### src/cmd_pkg.sv
package cmd_pkg;

    // Host command opcodes, one per queue entry
    typedef enum logic [2:0] {
        OP_NOP         = 3'd0,
        OP_LOAD_BASE   = 3'd1, // Page table base from data[2:0]
        OP_LOAD_MAR_HI = 3'd2,
        OP_LOAD_MAR_LO = 3'd3,
        OP_INC_MAR     = 3'd4,
        OP_WRITE_PTE   = 3'd5, // Entry at current page index
        OP_WRITE       = 3'd6, // Bus write at translated address
        OP_READ        = 3'd7
    } op_e;

    // Width of the data byte carried with each command
    localparam int CMD_DATA_W = 8;

endpackage

### src/mmu_pkg.sv
package mmu_pkg;

    localparam int LOG_ADDR_W    = 16;
    localparam int PHYS_ADDR_W   = 19;
    localparam int PAGE_OFFSET_W = 11; // Passed through translation untouched
    localparam int BASE_W        = 3;

    // Page number bits of the logical address
    localparam int LOG_PAGE_W  = LOG_ADDR_W - PAGE_OFFSET_W;
    localparam int PHYS_PAGE_W = PHYS_ADDR_W - PAGE_OFFSET_W;

    typedef logic [LOG_ADDR_W-1:0] log_addr_t;
    typedef logic [PHYS_ADDR_W-1:0] phys_addr_t;

    // Logical bits 15:11 followed by the base
    typedef logic [LOG_PAGE_W+BASE_W-1:0] page_index_t;

    // Physical bits 18:11
    typedef logic [PHYS_PAGE_W-1:0] pte_t;

    // What the translated address points at
    typedef enum logic [1:0] {
        REGION_MEMORY   = 2'd0,
        REGION_REGISTER = 2'd1,
        REGION_BAD_PAGE = 2'd2
    } region_e;

endpackage

### src/cmd_queue.sv
`timescale 1ns/100ps

module cmd_queue import cmd_pkg::*; #(
    parameter int QUEUE_DEPTH = 4
) (
    input  logic                  clock,
    input  logic                  reset,
    input  logic                  cmd_valid,
    input  op_e                   cmd_op,
    input  logic [CMD_DATA_W-1:0] cmd_data,
    input  logic                  q_pop,
    output logic                  q_valid,
    output op_e                   q_op,
    output logic [CMD_DATA_W-1:0] q_data,
    output logic                  credit_return
);

    localparam int PTR_W = $clog2(QUEUE_DEPTH);
    localparam int CNT_W = $clog2(QUEUE_DEPTH + 1);

    // Entry storage
    op_e                   op_mem [QUEUE_DEPTH];
    logic [CMD_DATA_W-1:0] data_mem [QUEUE_DEPTH];

    logic [PTR_W-1:0] wr_ptr;
    logic [PTR_W-1:0] rd_ptr;
    logic [CNT_W-1:0] count;
    logic             full;

    assign full    = (count == CNT_W'(QUEUE_DEPTH));
    assign q_valid = (count != '0);
    assign q_op    = op_mem[rd_ptr];
    assign q_data  = data_mem[rd_ptr];

    always_ff @(posedge clock) begin
        if (cmd_valid) begin
            op_mem[wr_ptr]   <= cmd_op;
            data_mem[wr_ptr] <= cmd_data;
        end
    end

    // Pointers wrap on their own since the depth is a power of two
    always_ff @(posedge clock or posedge reset) begin
        if (reset) begin
            wr_ptr        <= '0;
            rd_ptr        <= '0;
            count         <= '0;
            credit_return <= 1'b0;
        end else begin
            if (cmd_valid) begin
                wr_ptr <= wr_ptr + 1'b1;
            end
            if (q_pop) begin
                rd_ptr <= rd_ptr + 1'b1;
            end
            case ({cmd_valid, q_pop})
                2'b10:   count <= count + 1'b1;
                2'b01:   count <= count - 1'b1;
                default: count <= count;
            endcase
            credit_return <= q_pop; // One credit back per command handed on
        end
    end

    // Host spent a credit it did not hold
    a_no_push_when_full: assert property (
        @(posedge clock) disable iff (reset) !(cmd_valid && full)
    );

    // Sequencer must only pop what the queue shows
    a_no_pop_when_empty: assert property (
        @(posedge clock) disable iff (reset) q_pop |-> q_valid
    );

endmodule

### src/page_translator.sv
`timescale 1ns/100ps

module page_translator import mmu_pkg::*; (
    input  logic              clock,
    input  log_addr_t         mar,
    input  logic [BASE_W-1:0] page_base,
    input  logic              pte_we,
    input  pte_t              pte_data,
    output phys_addr_t        phys_addr,
    output region_e           region
);

    localparam int TABLE_SIZE = 2 ** $bits(page_index_t);

    // 256 x 8 page table, contents set by software after reset
    pte_t page_table [TABLE_SIZE];

    page_index_t page_index;
    pte_t        pte_out;
    logic        bad_page;
    logic        reg_space;

    assign page_index = {mar[LOG_ADDR_W-1:PAGE_OFFSET_W], page_base};
    assign pte_out    = page_table[page_index];

    always_ff @(posedge clock) begin
        if (pte_we) begin
            page_table[page_index] <= pte_data;
        end
    end

    // Entry supplies the page, offset passes straight through
    assign phys_addr = {pte_out, mar[PAGE_OFFSET_W-1:0]};

    // Top of the physical space with bit 11 set is unmapped
    assign bad_page  = (&phys_addr[18:13]) && phys_addr[11];

    // Lowest 256 bytes are the register file
    assign reg_space = (phys_addr[18:8] == '0);

    always_comb begin
        if (bad_page) begin
            region = REGION_BAD_PAGE;
        end else if (reg_space) begin
            region = REGION_REGISTER;
        end else begin
            region = REGION_MEMORY;
        end
    end

endmodule

### src/access_sequencer.sv
`timescale 1ns/100ps

module access_sequencer import cmd_pkg::*, mmu_pkg::*; (
    input  logic                  clock,
    input  logic                  reset,
    input  logic                  q_valid,
    input  op_e                   q_op,
    input  logic [CMD_DATA_W-1:0] q_data,
    output logic                  q_pop,
    output log_addr_t             mar,
    output logic [BASE_W-1:0]     page_base,
    output logic                  pte_we,
    output pte_t                  pte_data,
    output logic                  wr_strobe,
    output logic [CMD_DATA_W-1:0] wr_data,
    output logic                  rd_strobe
);

    // Never stalls, so the head goes every cycle it is there
    assign q_pop = q_valid;

    // Payload rides along with the strobes
    assign pte_data = pte_t'(q_data);
    assign wr_data  = q_data;

    // Strobe decode
    always_comb begin
        pte_we    = 1'b0;
        wr_strobe = 1'b0;
        rd_strobe = 1'b0;
        if (q_valid) begin
            case (q_op)
                OP_WRITE_PTE: pte_we    = 1'b1;
                OP_WRITE:     wr_strobe = 1'b1;
                OP_READ:      rd_strobe = 1'b1;
                default:      ; // Register updates only
            endcase
        end
    end

    // Address and base registers
    always_ff @(posedge clock or posedge reset) begin
        if (reset) begin
            mar       <= '0;
            page_base <= '0;
        end else if (q_valid) begin
            case (q_op)
                OP_LOAD_BASE: begin
                    page_base <= q_data[BASE_W-1:0];
                end
                OP_LOAD_MAR_HI: begin
                    mar[15:8] <= q_data;
                end
                OP_LOAD_MAR_LO: begin
                    mar[7:0] <= q_data;
                end
                OP_INC_MAR: begin
                    mar <= mar + 1'b1; // May carry into the next page
                end
                default: begin
                    mar       <= mar;
                    page_base <= page_base;
                end
            endcase
        end
    end

    // One access kind per cycle into translator and bus port
    a_one_strobe: assert property (
        @(posedge clock) disable iff (reset) $onehot0({pte_we, wr_strobe, rd_strobe})
    );

endmodule

### src/bus_port.sv
`timescale 1ns/100ps

module bus_port import mmu_pkg::*; (
    input  logic       clock,
    input  logic       reset,
    input  logic       wr_strobe,
    input  logic [7:0] wr_data,
    input  logic       rd_strobe,
    input  region_e    region,
    input  logic [7:0] bus_data_in,
    output logic       bus_we,
    output logic [7:0] bus_data_out,
    output logic       rd_valid,
    output logic [7:0] rd_data
);

    logic wr_pending;  // Set with the data register
    logic wr_delayed;

    // Write data register, also the register-space read source
    always_ff @(posedge clock or posedge reset) begin
        if (reset) begin
            bus_data_out <= '0;
        end else if (wr_strobe) begin
            bus_data_out <= wr_data;
        end
    end

    // Enable trails the data by two clocks
    always_ff @(posedge clock or posedge reset) begin
        if (reset) begin
            wr_pending <= 1'b0;
            wr_delayed <= 1'b0;
            bus_we     <= 1'b0;
            rd_valid   <= 1'b0;
        end else begin
            wr_pending <= wr_strobe;
            wr_delayed <= wr_pending;
            bus_we     <= wr_delayed;
            rd_valid   <= rd_strobe;
        end
    end

    // Register space returns the last byte written instead of the bus
    always_ff @(posedge clock) begin
        if (rd_strobe) begin
            if (region == REGION_REGISTER) begin
                rd_data <= bus_data_out;
            end else begin
                rd_data <= bus_data_in;
            end
        end
    end

    // Back-to-back enables need back-to-back writes three clocks earlier
    a_we_pairs: assert property (
        @(posedge clock) disable iff (reset)
        (bus_we && $past(bus_we)) |-> ($past(wr_strobe, 3) && $past(wr_strobe, 4))
    );

endmodule

### src/cpu6_mmu.sv
`timescale 1ns/100ps

module cpu6_mmu import cmd_pkg::*, mmu_pkg::*; #(
    parameter int QUEUE_DEPTH = 4
) (
    input  logic                  clock,
    input  logic                  reset,
    input  logic                  cmd_valid,
    input  op_e                   cmd_op,
    input  logic [CMD_DATA_W-1:0] cmd_data,
    input  logic [7:0]            bus_data_in,
    output logic                  credit_return,
    output phys_addr_t            bus_addr,
    output region_e               bus_region,
    output logic                  bus_we,
    output logic [7:0]            bus_data_out,
    output logic                  rd_valid,
    output logic [7:0]            rd_data
);

    // Queue head
    logic                  q_valid;
    op_e                   q_op;
    logic [CMD_DATA_W-1:0] q_data;
    logic                  q_pop;

    // Sequencer to translator and bus port
    log_addr_t             mar;
    logic [BASE_W-1:0]     page_base;
    logic                  pte_we;
    pte_t                  pte_data;
    logic                  wr_strobe;
    logic [CMD_DATA_W-1:0] wr_data;
    logic                  rd_strobe;

    cmd_queue #(
        .QUEUE_DEPTH(QUEUE_DEPTH)
    ) i_queue (
        .clock         (clock),
        .reset         (reset),
        .cmd_valid     (cmd_valid),
        .cmd_op        (cmd_op),
        .cmd_data      (cmd_data),
        .q_pop         (q_pop),
        .q_valid       (q_valid),
        .q_op          (q_op),
        .q_data        (q_data),
        .credit_return (credit_return)
    );

    access_sequencer i_sequencer (
        .clock     (clock),
        .reset     (reset),
        .q_valid   (q_valid),
        .q_op      (q_op),
        .q_data    (q_data),
        .q_pop     (q_pop),
        .mar       (mar),
        .page_base (page_base),
        .pte_we    (pte_we),
        .pte_data  (pte_data),
        .wr_strobe (wr_strobe),
        .wr_data   (wr_data),
        .rd_strobe (rd_strobe)
    );

    page_translator i_translator (
        .clock     (clock),
        .mar       (mar),
        .page_base (page_base),
        .pte_we    (pte_we),
        .pte_data  (pte_data),
        .phys_addr (bus_addr),
        .region    (bus_region)
    );

    bus_port i_bus_port (
        .clock        (clock),
        .reset        (reset),
        .wr_strobe    (wr_strobe),
        .wr_data      (wr_data),
        .rd_strobe    (rd_strobe),
        .region       (bus_region),
        .bus_data_in  (bus_data_in),
        .bus_we       (bus_we),
        .bus_data_out (bus_data_out),
        .rd_valid     (rd_valid),
        .rd_data      (rd_data)
    );

endmodule

### config.mk
export PLATFORM = sky130hd
export DESIGN_NAME = cpu6_mmu
export DESIGN_NICKNAME = d
export VERILOG_FILES = /design/src/cmd_pkg.sv /design/src/mmu_pkg.sv /design/src/cmd_queue.sv /design/src/page_translator.sv /design/src/access_sequencer.sv /design/src/bus_port.sv /design/src/cpu6_mmu.sv
export SDC_FILE = /design/constraint.sdc
export NUM_CORES = 2
export LEC_CHECK = 0
export ABC_CLOCK_PERIOD_IN_PS = 5550
export BUFFER_PORTS_ARGS = -buffer_cell sky130_fd_sc_hd__buf_2
export CORE_MARGIN = 5
export CORE_UTILIZATION = 40
export CTS_CLUSTER_SIZE = 28
export DETAILED_ROUTE_END_ITERATION = 16
export GPL_TIMING_DRIVEN = 0
export HOLD_SLACK_MARGIN = 0.05
export PLACE_DENSITY_LB_ADDON = 0.05
export SLEW_MARGIN = 20
export SYNTH_ARGS = -nofsm -noshare
export SYNTH_HDL_FRONTEND = slang
export SYNTH_SLANG_ARGS = --single-unit
### constraint.sdc
create_clock -name clock -period 5.55 [get_ports clock]
set_clock_uncertainty 0.1 [all_clocks]
set_input_delay 1.11 -clock clock [delete_from_list [all_inputs] [get_ports clock]]
set_output_delay 1.11 -clock clock [all_outputs]
set_load 0.01 [all_outputs]
==> results.txt <==
Outcome = finished, violations left
Failing checks = negative setup slack
Most frequent cells in the layout = 2100 x edfxtp_1, 503 x mux4_2, 276 x nor2_1
Die area = 0.216 mm²
Yosys Warn Count = 0
CTS Buffer Depth = 3
Final Core Density = 49.0%
Sequential share of power = 31.9%
Final cell count without fillers = 7393
Yosys reg bits = 2139
Sw power = 27.0 mW
Die Span Y = 465 µm
Global route overflow = 0
RSZ-0062 raised after global routing = true
Final Cycle Share = 111%
Crit end category = output pin
Die Wd = 465 µm
Post-Syn Area = 0.0829 mm²
Synth area leader = edfxtp_1
MaxCap Viol Count = 0
WL per Instance = 48.1 µm
Clk pin slew, worst setup/hold paths = 0.06 ns
GRT Total Usage = 32.5%
Synthesis-to-finish area growth = 22.3%
Crit Path Max Fanout = 10
Largest net degree at the start of global routing = 73
Primary FF master, synth = edfxtp_1
Pleak = 32.3 nW
Min-delay worst type = in -> async
Mapped Avg Cell Area = 21.2 µm²
Commonest non-fill, non-tap cell in the layout = edfxtp_1
Routability cong. = 1.02
FFs w/ async S/R, synth = 1.82%
Largest family of logic cells by synthesized area = multiplexers
Post-layout instance area = 0.101 mm²
M1 GR Usage = 45.5%
Port bufs = 61
Max incr delay on CP = 0.53 ns
Dpl cells = 6775
Synth top area cells = edfxtp_1 76%, mux4_2 14%, a22oi_1 1.6%
Final Hold Fails = 0
Vias in the first global route = 44.9k
Post-DP Area = 0.0892 mm²
Synth Area in Simple Gates = 2.75%
Pre-CTS setup slack = -3.19 ns
Synth Area in Compound Gates = 3.16%
Core area = 0.207 mm²
Post-synthesis cell type count = 69
Power Total = 67.0 mW
M3 GR Usage = 8.70%
Clock root buffer = clkbuf_16
Proportion of synthesized area in mux cells = 15.1%
Setup-failing EPs final = 8
GR peak layer = met2
Actual slew at the worst max-slew pin = 1.30 ns
Net count, final = 4512
Initial Util = 40.1%
Layout cells sized above 1 = 33.7%
Yosys top cell area share = 76.1%
HPWL Detailed = 236000 µm
Worst path cell trace = buf_12 -> clkbuf_16 -> buf_12 -> mux4_2 -> a22oi_2 -> a21oi_1 -> nor4_4 -> o22ai_1 -> or2_4 -> nor4_4 -> nand4_4 -> inv_2 -> buf_6
Clk network pwr share = 22.7%
Mapped Nets = 3941
Worst path slowest cell = nor4_4
WP data arrival = 4.94 ns
Maximum VDD drop = 0.475 mV
Vias = 47.8k
Max frequency = 163 MHz
Final WS setup = -0.595 ns
Detailed Route Iter0 Violations = 8156
Via-per-instance ratio = 6.46
Critical Path RT = 4.34 ns
Mapped Cells = 3912
Rel. slew slack = 13.2%
CTS Sinks = 2139
Kind of critical path = reg -> out
Xor/xnor share of the synthesized area = 0.0634%
CTS Hold Bufs = 0
Pwr/cell area = 661 mW/mm²
CTS tree = built
Post-route DRC = 0
Setup TNS = -1.85 ns
DRT Pass-1 Iters = 8
Final wirelength = 356000 µm
Final Critical Period = 6.15 ns
Row count = 167
Initial antenna violation count = 32
First-pass GRT wire length = 456000 µm
H-tree depth = 4
Met2 Track Usage GR = 46.6%
Startpoint class of the critical path = flip-flop
CTS Buf Count = 227
Final Max Tran Viols = 0
IO Count = 62
Synth Area in Adders = 0.115%
Switching portion of total power = 40.3%
Int Power = 40.0 mW
EDFF count, synth = 2100
Number of routed nets with antenna violations = 0
Sequential-to-total area share from yosys stat = 77.2%
Hold WS = 0.114 ns
Comb pwr share = 45.4%
Clock Latency Late Sink = 0.91 ns
==> power groups by stage <==
stage | registers [mW] | clock network [mW] | logic, mW
after floorplan | 21.9 | 0 | 10.0
after global placement | 22.6 | 0 | 23.1
after detailed placement | 21.6 | 0 | 25.3
after CTS | 21.3 | 15.3 | 28.6
after global routing | 21.4 | 15.9 | 30.2
final | 21.4 | 15.2 | 30.4
==> flip-flops by register name, summed over array words and instances, names as in the netlist <==
signal / flops
i_queue.wr_ptr: 2
i_bus_port.rd_valid: 1
i_translator.page_table: 2048
i_bus_port.bus_we: 1
i_bus_port.bus_data_out: 8
i_queue.credit_return: 1
i_queue.data_mem: 32
i_queue.op_mem: 12
i_bus_port.wr_pending: 1
i_queue.rd_ptr: 2
i_queue.count: 3
i_sequencer.page_base: 3
i_bus_port.wr_delayed: 1
i_sequencer.mar: 16
i_bus_port.rd_data: 8
==> worst max-delay path: cells and delay by family (launching register included) <==
family	cells	cell delay, ns
buffers and inverters	5	0.92
DFF	1	0.50
AOI/OAI and AO/OA	3	0.71
and+or+nand+nor	4	1.43
muxes	1	0.40
==> synthesized netlist by cell type, types with 4 or more instances <==
| cell | count |
|---|---|
| buf_2 | 70 |
| nand2b_1 | 9 |
| nor2b_1 | 15 |
| nand2_1 | 59 |
| mux4_2 | 511 |
| o211ai_1 | 8 |
| edfxtp_1 | 2100 |
| nor4_1 | 21 |
| a31oi_1 | 12 |
| mux2i_1 | 72 |
| a22o_1 | 13 |
| a211oi_1 | 6 |
| nor2_1 | 300 |
| a221oi_1 | 6 |
| nand3_1 | 47 |
| buf_6 | 17 |
| inv_1 | 12 |
| nand4_1 | 10 |
| buf_4 | 25 |
| o22a_1 | 11 |
| buf_1 | 26 |
| a21oi_1 | 94 |
| nor3_1 | 13 |
| ha_1 | 6 |
| and3_1 | 7 |
| a22oi_1 | 179 |
| o21ai_0 | 13 |
| mux2_2 | 22 |
| o22ai_1 | 9 |
| clkbuf_1 | 109 |
| and2_1 | 12 |
| dfrtp_1 | 39 |
| mux2_1 | 4 |
==> routing by layer <==
layer,vias to the layer above,part of all wire [%]
met1,26100,39
met2,3324,43
li1,17600,-
met4,6,6.5
met5,-,0.044
met3,755,11
==> area by class of cell <==
cell class	instances	area [µm²]
antenna	15	37.5
buffer	243	3250
clock buffer	269	5860
clock inverter	151	1420
fill	16800	105000
inverter	14	58.8
multi-input combinational	1512	18600
sequential	2139	64000
tap	2704	3380
timing repair buffer	346	4720
==> kinds of logic after synthesis <==
group,count (synthesis)
AOI/OAI and AO/OA,379
DFF,2139
buffers and inverters,261
and+or+nand+nor,511
adders and majority gates,7
xor gates and xnor gates,6
muxes,609
==> timing repair <==
| action | in CTS | in global routing |
|---|---|---|
| cloned | 1 | 1 |
| endpoints found under the setup margin | 1647 | 64 |
| pin swaps | 29 | 35 |
| resized for setup | 589 | 99 |
| buffers inserted | 107 | 77 |
==> worst paths after layout <==
| check | start | endpoint | slack, ns | cells past startpoint |
|---|---|---|---|---|
| hold / removal | reset | i_bus_port.bus_we | 0.11 | 2 |
| max in group asynchronous | reset | i_sequencer.mar[12] | 4.72 | 3 |
| setup reg to reg | i_sequencer.page_base[0] | i_translator.page_table[145][4] | 0.05 | 12 |
| min in group clock | i_bus_port.wr_pending | i_bus_port.wr_delayed | 0.25 | 0 |
| setup / recovery | i_sequencer.page_base[1] | bus_region[0] | -0.60 | 13 |
| hold reg to reg | i_bus_port.wr_pending | i_bus_port.wr_delayed | 0.25 | 0 |
Note: power is estimated with default switching activity, not from simulation.
